--- src/logic/l2CachePkg.sv ---
// L2 tag and coherence-state cache, shared definitions
// Sizes, address field types, MESI and command encodings, bus structs
`default_nettype none

package l2CachePkg;

  //****************************************
  // Sizes
  //****************************************
  localparam int AddrWidth   = 32;
  localparam int ByteSelBits = 6;   // 64-byte line
  localparam int IndexBits   = 4;
  localparam int NumSets     = 2 ** IndexBits;
  localparam int NumWays     = 4;
  localparam int TagBits     = AddrWidth - IndexBits - ByteSelBits;

  typedef logic [TagBits-1:0]   tag_t;
  typedef logic [IndexBits-1:0] index_t;
  typedef logic [1:0]           wayIdx_t;
  typedef logic [1:0]           age_t;     // 0 is most recently used
  typedef logic [31:0]          count_t;

  //****************************************
  // Encodings
  //****************************************
  typedef enum logic [1:0] {Modified, Exclusive, Shared, Invalid} mesi_t;

  // Code 5 has no command and is rejected as unknown
  typedef enum logic [2:0] {
    L1Read     = 3'd0,
    L1InstRead = 3'd2,
    L1Write    = 3'd1,
    SnoopRead  = 3'd4,
    SnoopInval = 3'd3,
    SnoopRfo   = 3'd6,
    Clear      = 3'd7
  } cmdOp_t;

  typedef enum logic [1:0] {BusNone, BusRead, BusRfo, BusInval} busOp_t;

  typedef enum logic [1:0] {
    SnoopMiss = 2'b00,
    SnoopHit  = 2'b01,
    SnoopHitM = 2'b10
  } snoop_t;

  //****************************************
  // Structs
  //****************************************
  typedef struct packed {
    cmdOp_t op;
    snoop_t snoopIn;   // Other caches' answer, used on L1 misses
  } cacheReq_t;

  typedef struct packed {
    tag_t  tag;
    mesi_t state;
    age_t  age;
  } lineState_t;

  typedef struct packed {
    logic    hit;
    wayIdx_t way;
    mesi_t   newState;
    busOp_t  busOp;
    snoop_t  snoopOut;
  } cacheResp_t;

  typedef struct packed {
    lineState_t [NumWays-1:0] line;
  } setView_t;

  // Only L1 commands touch LRU and the statistics
  function automatic logic isL1Op(input cmdOp_t op);
    return op inside {L1Read, L1InstRead, L1Write};
  endfunction

endpackage

`default_nettype wire

--- src/logic/tagStore.sv ---
// Tag, MESI state and LRU age storage
// One whole set per entry, registered read port and whole-set write port
`timescale 1ns/1ps
`default_nettype none

module tagStore (
  input  logic                  clk,
  input  logic                  readEn,
  input  l2CachePkg::index_t    readIndex,
  input  logic                  writeEn,
  input  logic                  clearEn,
  input  l2CachePkg::index_t    writeIndex,
  input  l2CachePkg::setView_t  writeSet,
  output l2CachePkg::setView_t  curSet
);
  import l2CachePkg::*;

  setView_t sets [NumSets];
  setView_t clearSet;

  // Empty set with distinct ages, way n gets age n
  always_comb begin
    for (int w = 0; w < NumWays; w++) begin
      clearSet.line[w].tag   = '0;
      clearSet.line[w].state = Invalid;
      clearSet.line[w].age   = age_t'(w);
    end
  end

  //****************************************
  // Write port
  //****************************************
  always_ff @(posedge clk) begin
    if (clearEn) begin
      sets[writeIndex] <= clearSet;  // Sweep pattern wins over a write-back
    end else if (writeEn) begin
      sets[writeIndex] <= writeSet;
    end
  end

  //****************************************
  // Read port
  //****************************************
  always_ff @(posedge clk) begin
    if (readEn) begin
      curSet <= sets[readIndex];  // Held until the next read
    end
  end

endmodule

`default_nettype wire

--- src/logic/wayLookup.sv ---
// Way lookup for one set
// Tag compare per way, hit encoder, victim choice and LRU ageing
`timescale 1ns/1ps
`default_nettype none

module wayLookup (
  input  l2CachePkg::setView_t  curSet,
  input  l2CachePkg::tag_t      reqTag,
  input  logic                  touch,
  output logic                  hit,
  output l2CachePkg::wayIdx_t   hitWay,
  output l2CachePkg::wayIdx_t   victimWay,
  output l2CachePkg::setView_t  agedSet
);
  import l2CachePkg::*;

  logic [NumWays-1:0] match;
  logic               foundFree;
  age_t               oldestAge;
  wayIdx_t            usedWay;
  age_t               usedAge;

  // Valid line with the same tag
  always_comb begin
    for (int w = 0; w < NumWays; w++) begin
      match[w] = (curSet.line[w].state != Invalid) && (curSet.line[w].tag == reqTag);
    end
  end

  always_comb begin
    hit    = |match;
    hitWay = '0;
    for (int w = NumWays - 1; w >= 0; w--) begin
      if (match[w]) hitWay = wayIdx_t'(w);  // Lowest match wins
    end
  end

  //****************************************
  // Victim choice
  //****************************************
  always_comb begin
    foundFree = 1'b0;
    victimWay = '0;
    oldestAge = curSet.line[0].age;
    for (int w = 0; w < NumWays; w++) begin
      if (!foundFree && curSet.line[w].state == Invalid) begin
        foundFree = 1'b1;
        victimWay = wayIdx_t'(w);
      end
    end
    if (!foundFree) begin
      for (int w = 1; w < NumWays; w++) begin
        // Strictly older only, so a tie keeps the lower way
        if (curSet.line[w].age > oldestAge) begin
          oldestAge = curSet.line[w].age;
          victimWay = wayIdx_t'(w);
        end
      end
    end
  end

  //****************************************
  // LRU ageing
  //****************************************
  assign usedWay = hit ? hitWay : victimWay;
  assign usedAge = curSet.line[usedWay].age;

  always_comb begin
    agedSet = curSet;
    if (touch) begin
      for (int w = 0; w < NumWays; w++) begin
        if (curSet.line[w].age < usedAge) begin
          agedSet.line[w].age = curSet.line[w].age + 1'b1;
        end
      end
      agedSet.line[usedWay].age = '0;  // Most recently used
    end
  end

endmodule

`default_nettype wire

--- src/logic/mesiPolicy.sv ---
// MESI policy
// Next line state, bus operation and snoop answer for each command,
// and the updated set that goes back to the tag store
`timescale 1ns/1ps
`default_nettype none

module mesiPolicy (
  input  l2CachePkg::cacheReq_t   req,
  input  l2CachePkg::tag_t        reqTag,
  input  logic                    hit,
  input  l2CachePkg::wayIdx_t     hitWay,
  input  l2CachePkg::wayIdx_t     victimWay,
  input  l2CachePkg::setView_t    agedSet,
  output l2CachePkg::setView_t    nextSet,
  output l2CachePkg::cacheResp_t  policyResp
);
  import l2CachePkg::*;

  wayIdx_t useWay;
  mesi_t   oldState;   // Meaningful only on a hit
  mesi_t   newState;
  busOp_t  busOp;
  snoop_t  snoopOut;

  assign useWay   = hit ? hitWay : victimWay;
  assign oldState = agedSet.line[hitWay].state;

  //****************************************
  // Transitions
  //****************************************
  always_comb begin
    newState = hit ? oldState : Invalid;
    busOp    = BusNone;
    snoopOut = SnoopMiss;
    case (req.op)
      L1Read, L1InstRead: begin
        if (!hit) begin
          // Fill from the bus, shared if anyone else holds it
          newState = (req.snoopIn == SnoopMiss) ? Exclusive : Shared;
          busOp    = BusRead;
        end
      end
      L1Write: begin
        if (!hit) begin
          newState = Modified;
          busOp    = BusRfo;
        end else if (oldState != Modified) begin
          newState = Modified;
          busOp    = BusInval;  // Upgrade, other copies must go
        end
      end
      SnoopRead: begin
        if (hit) begin
          newState = Shared;
          snoopOut = (oldState == Modified) ? SnoopHitM : SnoopHit;
        end
      end
      SnoopInval: begin
        if (hit) begin
          newState = Invalid;
          snoopOut = (oldState == Modified) ? SnoopHitM : SnoopMiss;
        end
      end
      SnoopRfo: begin
        if (hit) begin
          newState = Invalid;
          snoopOut = (oldState == Modified) ? SnoopHitM : SnoopHit;
        end
      end
      default: ;  // Clear and unknown codes change nothing here
    endcase
  end

  // L1 misses fill the victim, snoop misses leave the set as it was
  always_comb begin
    nextSet = agedSet;
    if (hit || isL1Op(req.op)) begin
      nextSet.line[useWay].tag   = reqTag;
      nextSet.line[useWay].state = newState;
    end
  end

  assign policyResp = '{hit: hit, way: useWay, newState: newState, busOp: busOp,
                        snoopOut: snoopOut};

endmodule

`default_nettype wire

--- src/logic/statCounters.sv ---
// Statistics counters
// Hits, misses, reads and writes of L1 commands, one selected for APB reads
`timescale 1ns/1ps
`default_nettype none

module statCounters (
  input  logic                   clk,
  input  logic                   rst,
  input  logic                   countEn,
  input  l2CachePkg::cacheReq_t  req,
  input  logic                   hit,
  input  logic [1:0]             countSel,
  output l2CachePkg::count_t     countData
);
  import l2CachePkg::*;

  count_t hitCnt;
  count_t missCnt;
  count_t readCnt;
  count_t writeCnt;

  always_ff @(posedge clk) begin
    if (rst) begin
      hitCnt   <= '0;
      missCnt  <= '0;
      readCnt  <= '0;
      writeCnt <= '0;
    end else if (countEn && isL1Op(req.op)) begin
      if (hit) hitCnt <= hitCnt + 1'b1;
      else     missCnt <= missCnt + 1'b1;
      if (req.op == L1Write) writeCnt <= writeCnt + 1'b1;
      else                   readCnt <= readCnt + 1'b1;  // Data and instruction reads
    end
  end

  always_comb begin
    case (countSel)
      2'd0:    countData = hitCnt;
      2'd1:    countData = missCnt;
      2'd2:    countData = readCnt;
      default: countData = writeCnt;
    endcase
  end

endmodule

`default_nettype wire

--- src/logic/apbCmdPort.sv ---
// APB slave and command sequencer
// Captures one command per write transfer, steps it through read, write-back
// and response, and runs the clear sweep after reset and on Clear
`timescale 1ns/1ps
`default_nettype none

module apbCmdPort (
  input  logic                               clk,
  input  logic                               rst,
  input  logic                               psel,
  input  logic                               penable,
  input  logic                               pwrite,
  input  logic [l2CachePkg::AddrWidth-1:0]   paddr,
  input  logic [31:0]                        pwdata,
  input  l2CachePkg::setView_t               nextSet,
  input  l2CachePkg::cacheResp_t             policyResp,
  input  l2CachePkg::count_t                 countData,
  output logic                               pready,
  output logic [31:0]                        prdata,
  output logic                               pslverr,
  output l2CachePkg::cacheResp_t             resp,
  output logic                               respValid,
  output logic                               readEn,
  output l2CachePkg::index_t                 readIndex,
  output logic                               writeEn,
  output l2CachePkg::index_t                 writeIndex,
  output l2CachePkg::setView_t               writeSet,
  output logic                               clearEn,
  output l2CachePkg::tag_t                   reqTag,
  output l2CachePkg::cacheReq_t              req,
  output logic                               touch,
  output logic                               countEn,
  output logic [1:0]                         countSel
);
  import l2CachePkg::*;

  typedef enum logic [1:0] {Clearing, Idle, Lookup, Update} portState_t;

  portState_t state;
  index_t     sweepIdx;    // Set being cleared
  logic       sweepIsCmd;  // Sweep started by Clear, not by reset
  index_t     reqIndex;
  logic       opValid;
  logic       setupWr;
  logic       setupRd;
  logic       sweepLast;
  cacheReq_t  busReq;

  assign setupWr   = psel && !penable && pwrite;
  assign setupRd   = psel && !penable && !pwrite;
  assign sweepLast = (sweepIdx == index_t'(NumSets - 1));
  assign busReq    = cacheReq_t'(pwdata[$bits(cacheReq_t)-1:0]);

  //****************************************
  // Command FSM
  //****************************************
  always_ff @(posedge clk) begin
    if (rst) begin
      state      <= Clearing;
      sweepIdx   <= '0;
      sweepIsCmd <= 1'b0;
      pready     <= 1'b0;
      pslverr    <= 1'b0;
      respValid  <= 1'b0;
    end else begin
      pready    <= 1'b0;  // Single-cycle strobes
      pslverr   <= 1'b0;
      respValid <= 1'b0;
      case (state)
        Clearing: begin
          sweepIdx <= sweepIdx + 1'b1;  // Wraps back to 0 after the last set
          if (sweepLast) begin
            state     <= Idle;
            pready    <= sweepIsCmd;  // Reset sweep has no transfer to end
            respValid <= sweepIsCmd;
          end
        end
        Idle: begin
          if (setupWr) begin
            if (busReq.op == Clear) begin
              state      <= Clearing;
              sweepIsCmd <= 1'b1;
            end else begin
              state <= Lookup;
            end
          end else if (setupRd) begin
            pready <= 1'b1;  // Counter comes back in the first access cycle
          end
        end
        Lookup: state <= Update;  // Set read in flight
        Update: begin
          state     <= Idle;
          pready    <= 1'b1;
          respValid <= 1'b1;
          pslverr   <= !opValid;
        end
        default: state <= Idle;
      endcase
    end
  end

  // Request capture, address split into tag and index
  // Low ByteSelBits only pick a byte inside the line
  always_ff @(posedge clk) begin
    if (state == Idle && setupWr) begin
      req      <= busReq;
      reqTag   <= paddr[AddrWidth-1 -: TagBits];
      reqIndex <= paddr[ByteSelBits +: IndexBits];
      opValid  <= busReq.op inside {L1Read, L1InstRead, L1Write, SnoopRead,
                                    SnoopInval, SnoopRfo, Clear};
    end
    if (state == Idle && setupRd) begin
      prdata <= countData;
    end
    if (state == Update) begin
      resp <= policyResp;
    end else if (state == Clearing && sweepLast) begin
      resp <= '{hit: 1'b0, way: '0, newState: Invalid, busOp: BusNone,
                snoopOut: SnoopMiss};
    end
  end

  assign readEn     = (state == Lookup);
  assign readIndex  = reqIndex;
  assign writeEn    = (state == Update) && opValid;  // Unknown op leaves the set alone
  assign writeIndex = (state == Clearing) ? sweepIdx : reqIndex;
  assign writeSet   = nextSet;
  assign clearEn    = (state == Clearing);
  assign touch      = isL1Op(req.op);
  assign countEn    = (state == Update) && opValid;
  assign countSel   = paddr[3:2];  // 0 hits, 1 misses, 2 reads, 3 writes

endmodule

`default_nettype wire

--- src/logic/l2Cache.sv ---
// L2 cache top level
// APB command port around the tag store, way lookup, MESI policy and counters
`timescale 1ns/1ps
`default_nettype none

module l2Cache (
  input  logic                               clk,
  input  logic                               rst,
  input  logic                               psel,
  input  logic                               penable,
  input  logic                               pwrite,
  input  logic [l2CachePkg::AddrWidth-1:0]   paddr,
  input  logic [31:0]                        pwdata,
  output logic                               pready,
  output logic [31:0]                        prdata,
  output logic                               pslverr,
  output l2CachePkg::cacheResp_t             resp,
  output logic                               respValid
);
  import l2CachePkg::*;

  logic       readEn;
  index_t     readIndex;
  logic       writeEn;
  index_t     writeIndex;
  setView_t   writeSet;
  logic       clearEn;
  setView_t   curSet;
  tag_t       reqTag;
  cacheReq_t  req;
  logic       touch;
  logic       countEn;
  logic [1:0] countSel;
  count_t     countData;
  logic       hit;
  wayIdx_t    hitWay;
  wayIdx_t    victimWay;
  setView_t   agedSet;
  setView_t   nextSet;
  cacheResp_t policyResp;

  apbCmdPort i_apbCmdPort (
    .clk        (clk),
    .rst        (rst),
    .psel       (psel),
    .penable    (penable),
    .pwrite     (pwrite),
    .paddr      (paddr),
    .pwdata     (pwdata),
    .nextSet    (nextSet),
    .policyResp (policyResp),
    .countData  (countData),
    .pready     (pready),
    .prdata     (prdata),
    .pslverr    (pslverr),
    .resp       (resp),
    .respValid  (respValid),
    .readEn     (readEn),
    .readIndex  (readIndex),
    .writeEn    (writeEn),
    .writeIndex (writeIndex),
    .writeSet   (writeSet),
    .clearEn    (clearEn),
    .reqTag     (reqTag),
    .req        (req),
    .touch      (touch),
    .countEn    (countEn),
    .countSel   (countSel)
  );

  tagStore i_tagStore (
    .clk        (clk),
    .readEn     (readEn),
    .readIndex  (readIndex),
    .writeEn    (writeEn),
    .clearEn    (clearEn),
    .writeIndex (writeIndex),
    .writeSet   (writeSet),
    .curSet     (curSet)
  );

  wayLookup i_wayLookup (
    .curSet    (curSet),
    .reqTag    (reqTag),
    .touch     (touch),
    .hit       (hit),
    .hitWay    (hitWay),
    .victimWay (victimWay),
    .agedSet   (agedSet)
  );

  mesiPolicy i_mesiPolicy (
    .req        (req),
    .reqTag     (reqTag),
    .hit        (hit),
    .hitWay     (hitWay),
    .victimWay  (victimWay),
    .agedSet    (agedSet),
    .nextSet    (nextSet),
    .policyResp (policyResp)
  );

  statCounters i_statCounters (
    .clk       (clk),
    .rst       (rst),
    .countEn   (countEn),
    .req       (req),
    .hit       (hit),
    .countSel  (countSel),
    .countData (countData)
  );

endmodule

`default_nettype wire

--- config.mk ---
export PLATFORM = sky130hd
export DESIGN_NAME = l2Cache
export DESIGN_NICKNAME = d
export VERILOG_FILES = /design/src/logic/l2CachePkg.sv /design/src/logic/tagStore.sv /design/src/logic/wayLookup.sv /design/src/logic/mesiPolicy.sv /design/src/logic/statCounters.sv /design/src/logic/apbCmdPort.sv /design/src/logic/l2Cache.sv
export SDC_FILE = /design/constraint.sdc
export NUM_CORES = 2
export LEC_CHECK = 0
export ABC_AREA = 1
export BUFFER_PORTS_ARGS = -buffer_cell sky130_fd_sc_hd__buf_2
export CORE_MARGIN = 5
export CORE_UTILIZATION = 40
export DETAILED_ROUTE_END_ITERATION = 7
export GPL_TIMING_DRIVEN = 0
export PLACE_DENSITY_LB_ADDON = 0.08
export SLEW_MARGIN = 0
export SYNTH_ARGS = -nofsm -noshare
export SYNTH_HDL_FRONTEND = slang
export SYNTH_SLANG_ARGS = --single-unit
--- constraint.sdc ---
create_clock -name clk -period 18.7 [get_ports clk]
set_input_delay 2.805 -clock clk [delete_from_list [all_inputs] [get_ports clk]]
set_output_delay 2.805 -clock clk [all_outputs]
set_load 0.01 [all_outputs]
After elaboration in Yosys (flattened, before gate mapping)

Memories as Yosys holds them, arrays and structs flattened. A register that Yosys moved wholly into a read port is not among the register bits.
Cells that the tools add are included.

Shift-type cells: 0
Div/mod/pow operators: 0
Reduce and logical (&&, ||, !) cells: 44
Multiplexer cells: 79
Bitwise logic cells: 4
Eq/ne operators: 31
Multiply operators: 0
Order comparisons: 10
Add/sub/neg operators: 9

Operators with widths:

| operator              | count |
|---|---|
| $bwmux 104            | 3 |
| $mux 104              | 3 |
| $demux 26 s2          | 3 |
| $add 32x1->32 const B | 4 |
| $bmux 26 s2           | 2 |
| $pmux 32 s3           | 1 |
| $eq 22x22->1          | 4 |
| $mux 2                | 41 |
| $mux 26               | 1 |
| $mux 9                | 2 |
| $logic_and 1x1->1     | 16 |
| $pmux 2 s4            | 2 |
| $eq 3x3->1 const B    | 5 |
| $eq 2x2->1 const B    | 7 |
| $mux 1                | 14 |
| $eq 3x2->1 const B    | 4 |
| $mux 4                | 3 |
| $reduce_and 2->1      | 5 |
| $add 2x1->2 const B   | 4 |
| $logic_not 2->1       | 4 |
| $lt 2x2->1            | 4 |
| $ne 2x2->1 const B    | 4 |
| $pmux 2 s2            | 2 |
| $reduce_or 2->1       | 4 |
| other kinds (20)      | 35 |

Memory bits (read-only): 0
Register bits: 211
Input bits: 69
Bits in writable memories: 1664
Output and inout bits: 44
Bits in latches: 0
Word-level logic and storage cells: 199
Memories: 1

Memories:

| name            | depth | width | rd ports | clocked after Yosys merged registers in | write ports | RTL line       | source |
|---|---|---|---|---|---|---|---|
| i_tagStore.sets | 16    | 104   | 1        | 1                                       | 1           | tagStore.sv:18 | `setView_t sets [NumSets];` |

Logic depth before layout (Yosys ltp)

Depth in word-level cells: 35
Depth in mapped cells: 31
Depth with buffers taken out: 31

Modules after synthesis

A second synthesis with hierarchy kept.

Cells, all modules: 9519
Area, all modules: 90774.6 µm²

By module, submodules not included:

| module       | instances | seq. area each (µm²) | cells an instance | area each (µm²) |
|---|---|---|---|---|
| tagStore     | 1         | 53090.9              | 7037              | 74965.6 |
| statCounters | 1         | 2562.5               | 1267              | 7639.8 |
| apbCmdPort   | 1         | 2392.3               | 280               | 3648.5 |
| wayLookup    | 1         | 0.0                  | 619               | 2994.1 |
| mesiPolicy   | 1         | 0.0                  | 316               | 1526.5 |

Worst setup path before layout

Ideal clock, no wire load.

Kind: register to register
Start: register i_apbCmdPort.reqIndex[0], in the netlist i_apbCmdPort.readIndex[0]
End: memory i_tagStore.sets[10][0] (netlist bit) (enable)
Arrival: 5.943 ns
Slack: 12.189 ns
Buffers on the path: 4
Clock period less this slack: 6.511 ns
Setup time: 0.568 ns
Data required time: 18.132 ns
Stages on the path, launching flop included: 10
Cell sequence: edfxtp_1 clkbuf_1 clkbuf_1 inv_2 clkbuf_1 clkbuf_1 a21oi_1 inv_1 nand3_1 nor2_1

Cells in the longest elaborated chain, start to end: 1

Ends and longest elaborated chain:

| item                   | RTL line          | source |
|---|---|---|
| start, declared        | apbCmdPort.sv:42  | `index_t reqIndex;` |
| start signal, assigned | apbCmdPort.sv:108 | `reqIndex <= paddr[ByteSelBits +: IndexBits];` |
| $mux 4                 | apbCmdPort.sv:126 | `assign writeIndex = (state == Clearing) ? sweepIdx : reqIndex;` |
| end, declared          | tagStore.sv:18    |  |

Every way passes these cells.

Final worst setup path

Start: register, netlist name i_tagStore.curSet[1]
End: memory i_tagStore.sets[6][1] (netlist bit) (data pin)

Cells in the longest elaborated chain, start to end: 21
Elaborated cells on any way between the ends: 31
Those cells by class: add/sub (1); order compare (6); mux (23); reduce/logical (1)

Ends and longest elaborated chain:

| item                          | RTL line         | source |
|---|---|---|
| $gt 2x2->1                    | wayLookup.sv:54  | `if (curSet.line[w].age > oldestAge) begin` |
| $mux 2                        | wayLookup.sv:54  |  |
| $mux 2                        | wayLookup.sv:51  | `if (!foundFree) begin` |
| $gt 2x2->1                    | wayLookup.sv:54  |  |
| $mux 2                        | wayLookup.sv:54  |  |
| $mux 2                        | wayLookup.sv:51  |  |
| $gt 2x2->1                    | wayLookup.sv:54  |  |
| $mux 2                        | wayLookup.sv:54  |  |
| [5 not listed]                | --               |  |
| $mux 2                        | wayLookup.sv:72  | `if (curSet.line[w].age < usedAge) begin` |
| $mux 2                        | wayLookup.sv:70  | `if (touch) begin` |
| $bwmux 104                    | wayLookup.sv:76  | `agedSet.line[usedWay].age = '0;` |
| $mux 104                      | wayLookup.sv:70  |  |
| $bwmux 104                    | mesiPolicy.sv:78 | `nextSet.line[useWay].tag = reqTag;` |
| $bwmux 104                    | mesiPolicy.sv:79 | `nextSet.line[useWay].state = newState;` |
| $mux 104 (*)                  | mesiPolicy.sv:77 | `if (hit \|\| isL1Op(req.op)) begin` |
| $mux 104 (no source line) (*) | --               |  |

Every way passes the cells marked *; elsewhere a longest branch is shown, timed or not. The select of a mux whose other input is x is not followed.

==> impl_metrics.py <==
metrics = {
    "status": {
        "outcome": "finished, violations left",
        "violations": "capacitance limit, slew limit",
    },
    "clock_network": {
        "numClockSinks": 1979,
        "cts_root_buf": "clkbuf_16",
        "tritoncts": "built",
        "ctsLongestPathBuffers": 3,
        "h-tree-depth": 4,
        "post_cts_buffers": 0,
        "cts_hold_buf": 0,
        "clkLatencyLatePin_ns": 0.88,
        "post_cts_resized": 0,
        "path_clk_slew_ns": 0.06,
        "numCtsBuffers": 212,
    },
    "floorplanning": {
        "fp.dieW_um": 459.3,
        "die_h_um": 459.3,
        "die_area_um2": 211000,
        "io_pins": 113,
        "floorplan.initialDensity_pct": 40.08,
        "core_um2": 201500,
        "rows": 165,
    },
    "power_and_ir_drop": {
        "power.density_nw_per_um2": 127.0,
        "p_leak_nw": 29.35,
        "ir_drop_uv": 92.50,
    },
    "routing": {
        "ant_nets": 0,
        "vias": 57580,
        "wirelength_um": 302400,
        "drtIter0Drc": 6444,
        "wl_per_cell_um": 30.54,
        "drt_pass1_iterations": 6,
        "vias_per_cell": 5.816,
        "drc": 0,
    },
    "worst_setup_path": {
        "endpoint_kind": "register",
        "critPathMaxStageDelay_ns": 1.03,
        "crit_family": "compound AO/OA/AOI/OAI gates",
        "start_kind": "register",
        "reg2regPathDepth": 26,
        "r2r-start": "i_tagStore.curSet[1]$_DFFE_PN_",
        "crit_buf_inv": 3,
        "reg2reg_to": "i_tagStore.sets[6][1]$_DFFE_PP_",
        "cp_slowest_cell": "a21oi_1",
        "crit_type": "reg2reg",
        "reg2reg_slack_ns": 11.67,
        "required_ns": 19.18,
        "critPathMaxFanout": 16,
        "crit_arrival_ns": 7.52,
    },
    "timing": {
        "worst_slack_ns": 11.67,
        "post-route-period-util_pct": 37.60,
        "clock_skew_ns": 0.08190,
        "slew_headroom_pct": -2.574,
        "fmax_ghz": 0.1422,
        "rsz0062_at_grt": "no",
        "final.min_clock_period_ns": 7.032,
        "finalSetupViolations": 0,
        "worst_pin_slew_ns": 1.539,
        "finalHoldViolCount": 0,
        "finalSetupTns_ns": 0,
        "slew_violations": 11,
    },
    "finish": {
        "fin_area_um2": 93740,
        "layout_commonest_cell": "edfxtp_1",
        "final_cell_mix": "edfxtp_1 (1841), nor2_1 (1041), o21ai_0 (1023), nand2_1 (631), clkbuf_1 (399)",
        "fin_nets": 7133,
        "multiInputGateArea_um2": 20270,
        "ff_latch_area_um2": 58050,
        "fillerInstances": 18350,
        "area_growth_pct": 16.07,
        "stdcell_count": 9901,
        "layout-drive-gt1-share_pct": 9.004,
    },
    "yosys": {
        "ys.warnings.count": 0,
        "synth_cell_types": 46,
        "synth_area_um2": 80760,
        "synth-seq-cells": 1979,
        "synth_area_leaders": "edfxtp_1 (68%), o21ai_0 (6.4%), nor2_1 (4.9%), o221ai_1 (3.8%), dfxtp_1 (3.4%)",
        "synth_xor_area_share_pct": 0.6182,
        "synth_top_family_by_area": "compound AO/OA/AOI/OAI gates",
        "synth_fp_nets": 6726,
        "synthCells": 6634,
        "synth_largest_area_cell": "edfxtp_1",
        "seq_area_frac_synth_pct": 71.87,
        "muxShareOfSynthArea_pct": 0,
        "post_synth.cell_area_avg_um2": 12.17,
        "yosysTopAreaCellShare_pct": 68.45,
        "synthAdderAreaFrac_pct": 0.3563,
        "synth-compound-area-share_pct": 13.21,
        "synth-simple-area-share_pct": 10.57,
    },
    "global_route": {
        "antenna_found_initial": 10,
        "grt_pass1_vias": 55240,
        "track_usage_pct": 28.03,
        "grt-ovfl-total": 0,
        "grt_max_degree": 50,
        "grt_pass1_wl_um": 420900,
    },
    "placement": {
        "place_congestion": 0.9173,
        "io_buffers": 79,
        "dp_slack_ns": 11.72,
        "dp_hpwl_um": 208900,
        "dpl_cell_area_um2": 86920,
        "dpl.cell_count": 9489,
    },
    "hold_path": {
        "whs_endpoint": "i_apbCmdPort.sweepIsCmd$_SDFFE_PP0P_",
        "whs_path_depth": 2,
        "min_path_type": "reg2reg",
        "min_from": "i_apbCmdPort.sweepIsCmd$_SDFFE_PP0P_",
    },
    "run": {
        "max-cap-violations": 1,
    },
}
[final cells by class]
| cell class | count | area share, % |
|---|---|---|
| sequential | 1979 | 61.92 |
| multi-input combinational | 3944 | 21.63 |
| clock buffer | 269 | 5.954 |
| tap | 2672 | 3.567 |
| timing repair buffer | 193 | 2.842 |
| buffer | 407 | 1.730 |
| inverter | 304 | 1.217 |
| clock inverter | 123 | 1.115 |
| antenna | 10 | 0.02670 |
[synth_stat cells (all sizes together)]
master	n
nor3b	4
a31oi	1
nand3b	1
or4	4
o211ai	65
o21bai	1
xor2	39
ha	23
buf	30
nand4	28
edfxtp	1841
a22oi	2
dfxtp	138
xnor2	18
a221o	1
o221ai	351
a221oi	12
o22ai	86
a21oi	223
nor4	27
a211oi	3
o21ai	1043
nand3	206
clkbuf	377
nor2	1079
a2bb2oi	1
inv	304
nor3	80
o21a	5
o2111ai	1
nand2	640
[worst register-to-register path, stage by stage (launching register included)]
cell and delay [ns]:
edfxtp_1 0.47, inv_1 0.21, ha_1 0.28, nor2_1 0.11, nor2_1 0.04, a21oi_1 0.28
o21ai_0 0.25, ha_1 0.34, inv_1 0.03, o22ai_1 0.28, nand2_1 0.08, o21ai_0 0.09
ha_1 0.17, nor2_1 0.05, a2bb2oi_1 0.13, nor2_1 0.13, nand2_1 0.09, nand3_1 0.08
inv_1 0.06, o21ai_2 0.62, nor2_2 0.15, nand2_1 0.10, o21ai_0 0.07, a221oi_1 0.63
ha_1 0.38, or4_1 0.53, a21oi_1 1.03
[metrics by stage]
stage                     hold WS [ns]  utilization [%]  total power, mW
after floorplan                 0.4316                -            6.943
after detailed placement        0.4566            43.14            7.911
final                           0.4739            46.52            11.91
after global placement          0.4477            41.94            7.948
after global routing            0.5063            46.51            12.29
after CTS                       0.4700            46.43            11.94
[per-layer routing]
layer  GRT usage (%)  up-vias  wire (um)
met5               0        -         58
met4           11.76        8      14160
met3           5.758      548      25150
met2           44.93     2459     140200
met1           37.31    29220     122800
li1                -    25350          -
[cells by family after synthesis]
logic type               Yosys count
AND/OR/NAND/NOR                 2069
buffers and inverters            711
flip-flops                      1979
AO/OA/AOI/OAI                   1795
adder cells (fa/ha/maj)           23
XOR/XNOR                          57
[state kept, by name (all words and copies together), names as in the netlist, 2 cells and up]
signal	count
i_tagStore.sets	1664
i_tagStore.curSet	104
i_apbCmdPort.prdata	32
i_statCounters.hitCnt	32
i_statCounters.missCnt	32
i_statCounters.readCnt	32
i_statCounters.writeCnt	32
i_apbCmdPort.reqTag	22
i_apbCmdPort.resp	9
i_apbCmdPort.req	5
i_apbCmdPort.readIndex	4
i_apbCmdPort.sweepIdx	4
i_apbCmdPort.state	2
[power breakdown]
part,switching (mW),internal (mW),leakage (nW)
logic,1.42,0.489,9.09
clock network,1.81,2.25,3.20
registers,0.200,5.73,17.1
[worst max-delay path by stage]
stage	end	slack [ns]	startpoint	cells after the start
after floorplan	i_tagStore.sets[10][0]$_DFFE_PP_	12.19	i_apbCmdPort.readIndex[0]$_DFFE_PP_	9
after global placement	i_tagStore.sets[4][68]$_DFFE_PP_	3.26	i_apbCmdPort.readIndex[0]$_DFFE_PP_	9
after detailed placement	i_tagStore.sets[10][1]$_DFFE_PP_	11.72	i_tagStore.curSet[1]$_DFFE_PN_	26
after CTS	i_tagStore.sets[0][1]$_DFFE_PP_	11.69	i_tagStore.curSet[1]$_DFFE_PN_	26
after global routing	i_tagStore.sets[6][1]$_DFFE_PP_	11.18	i_tagStore.curSet[1]$_DFFE_PN_	26
final	i_tagStore.sets[6][1]$_DFFE_PP_	11.67	i_tagStore.curSet[1]$_DFFE_PN_	26
(Power assumes the default switching activity.)
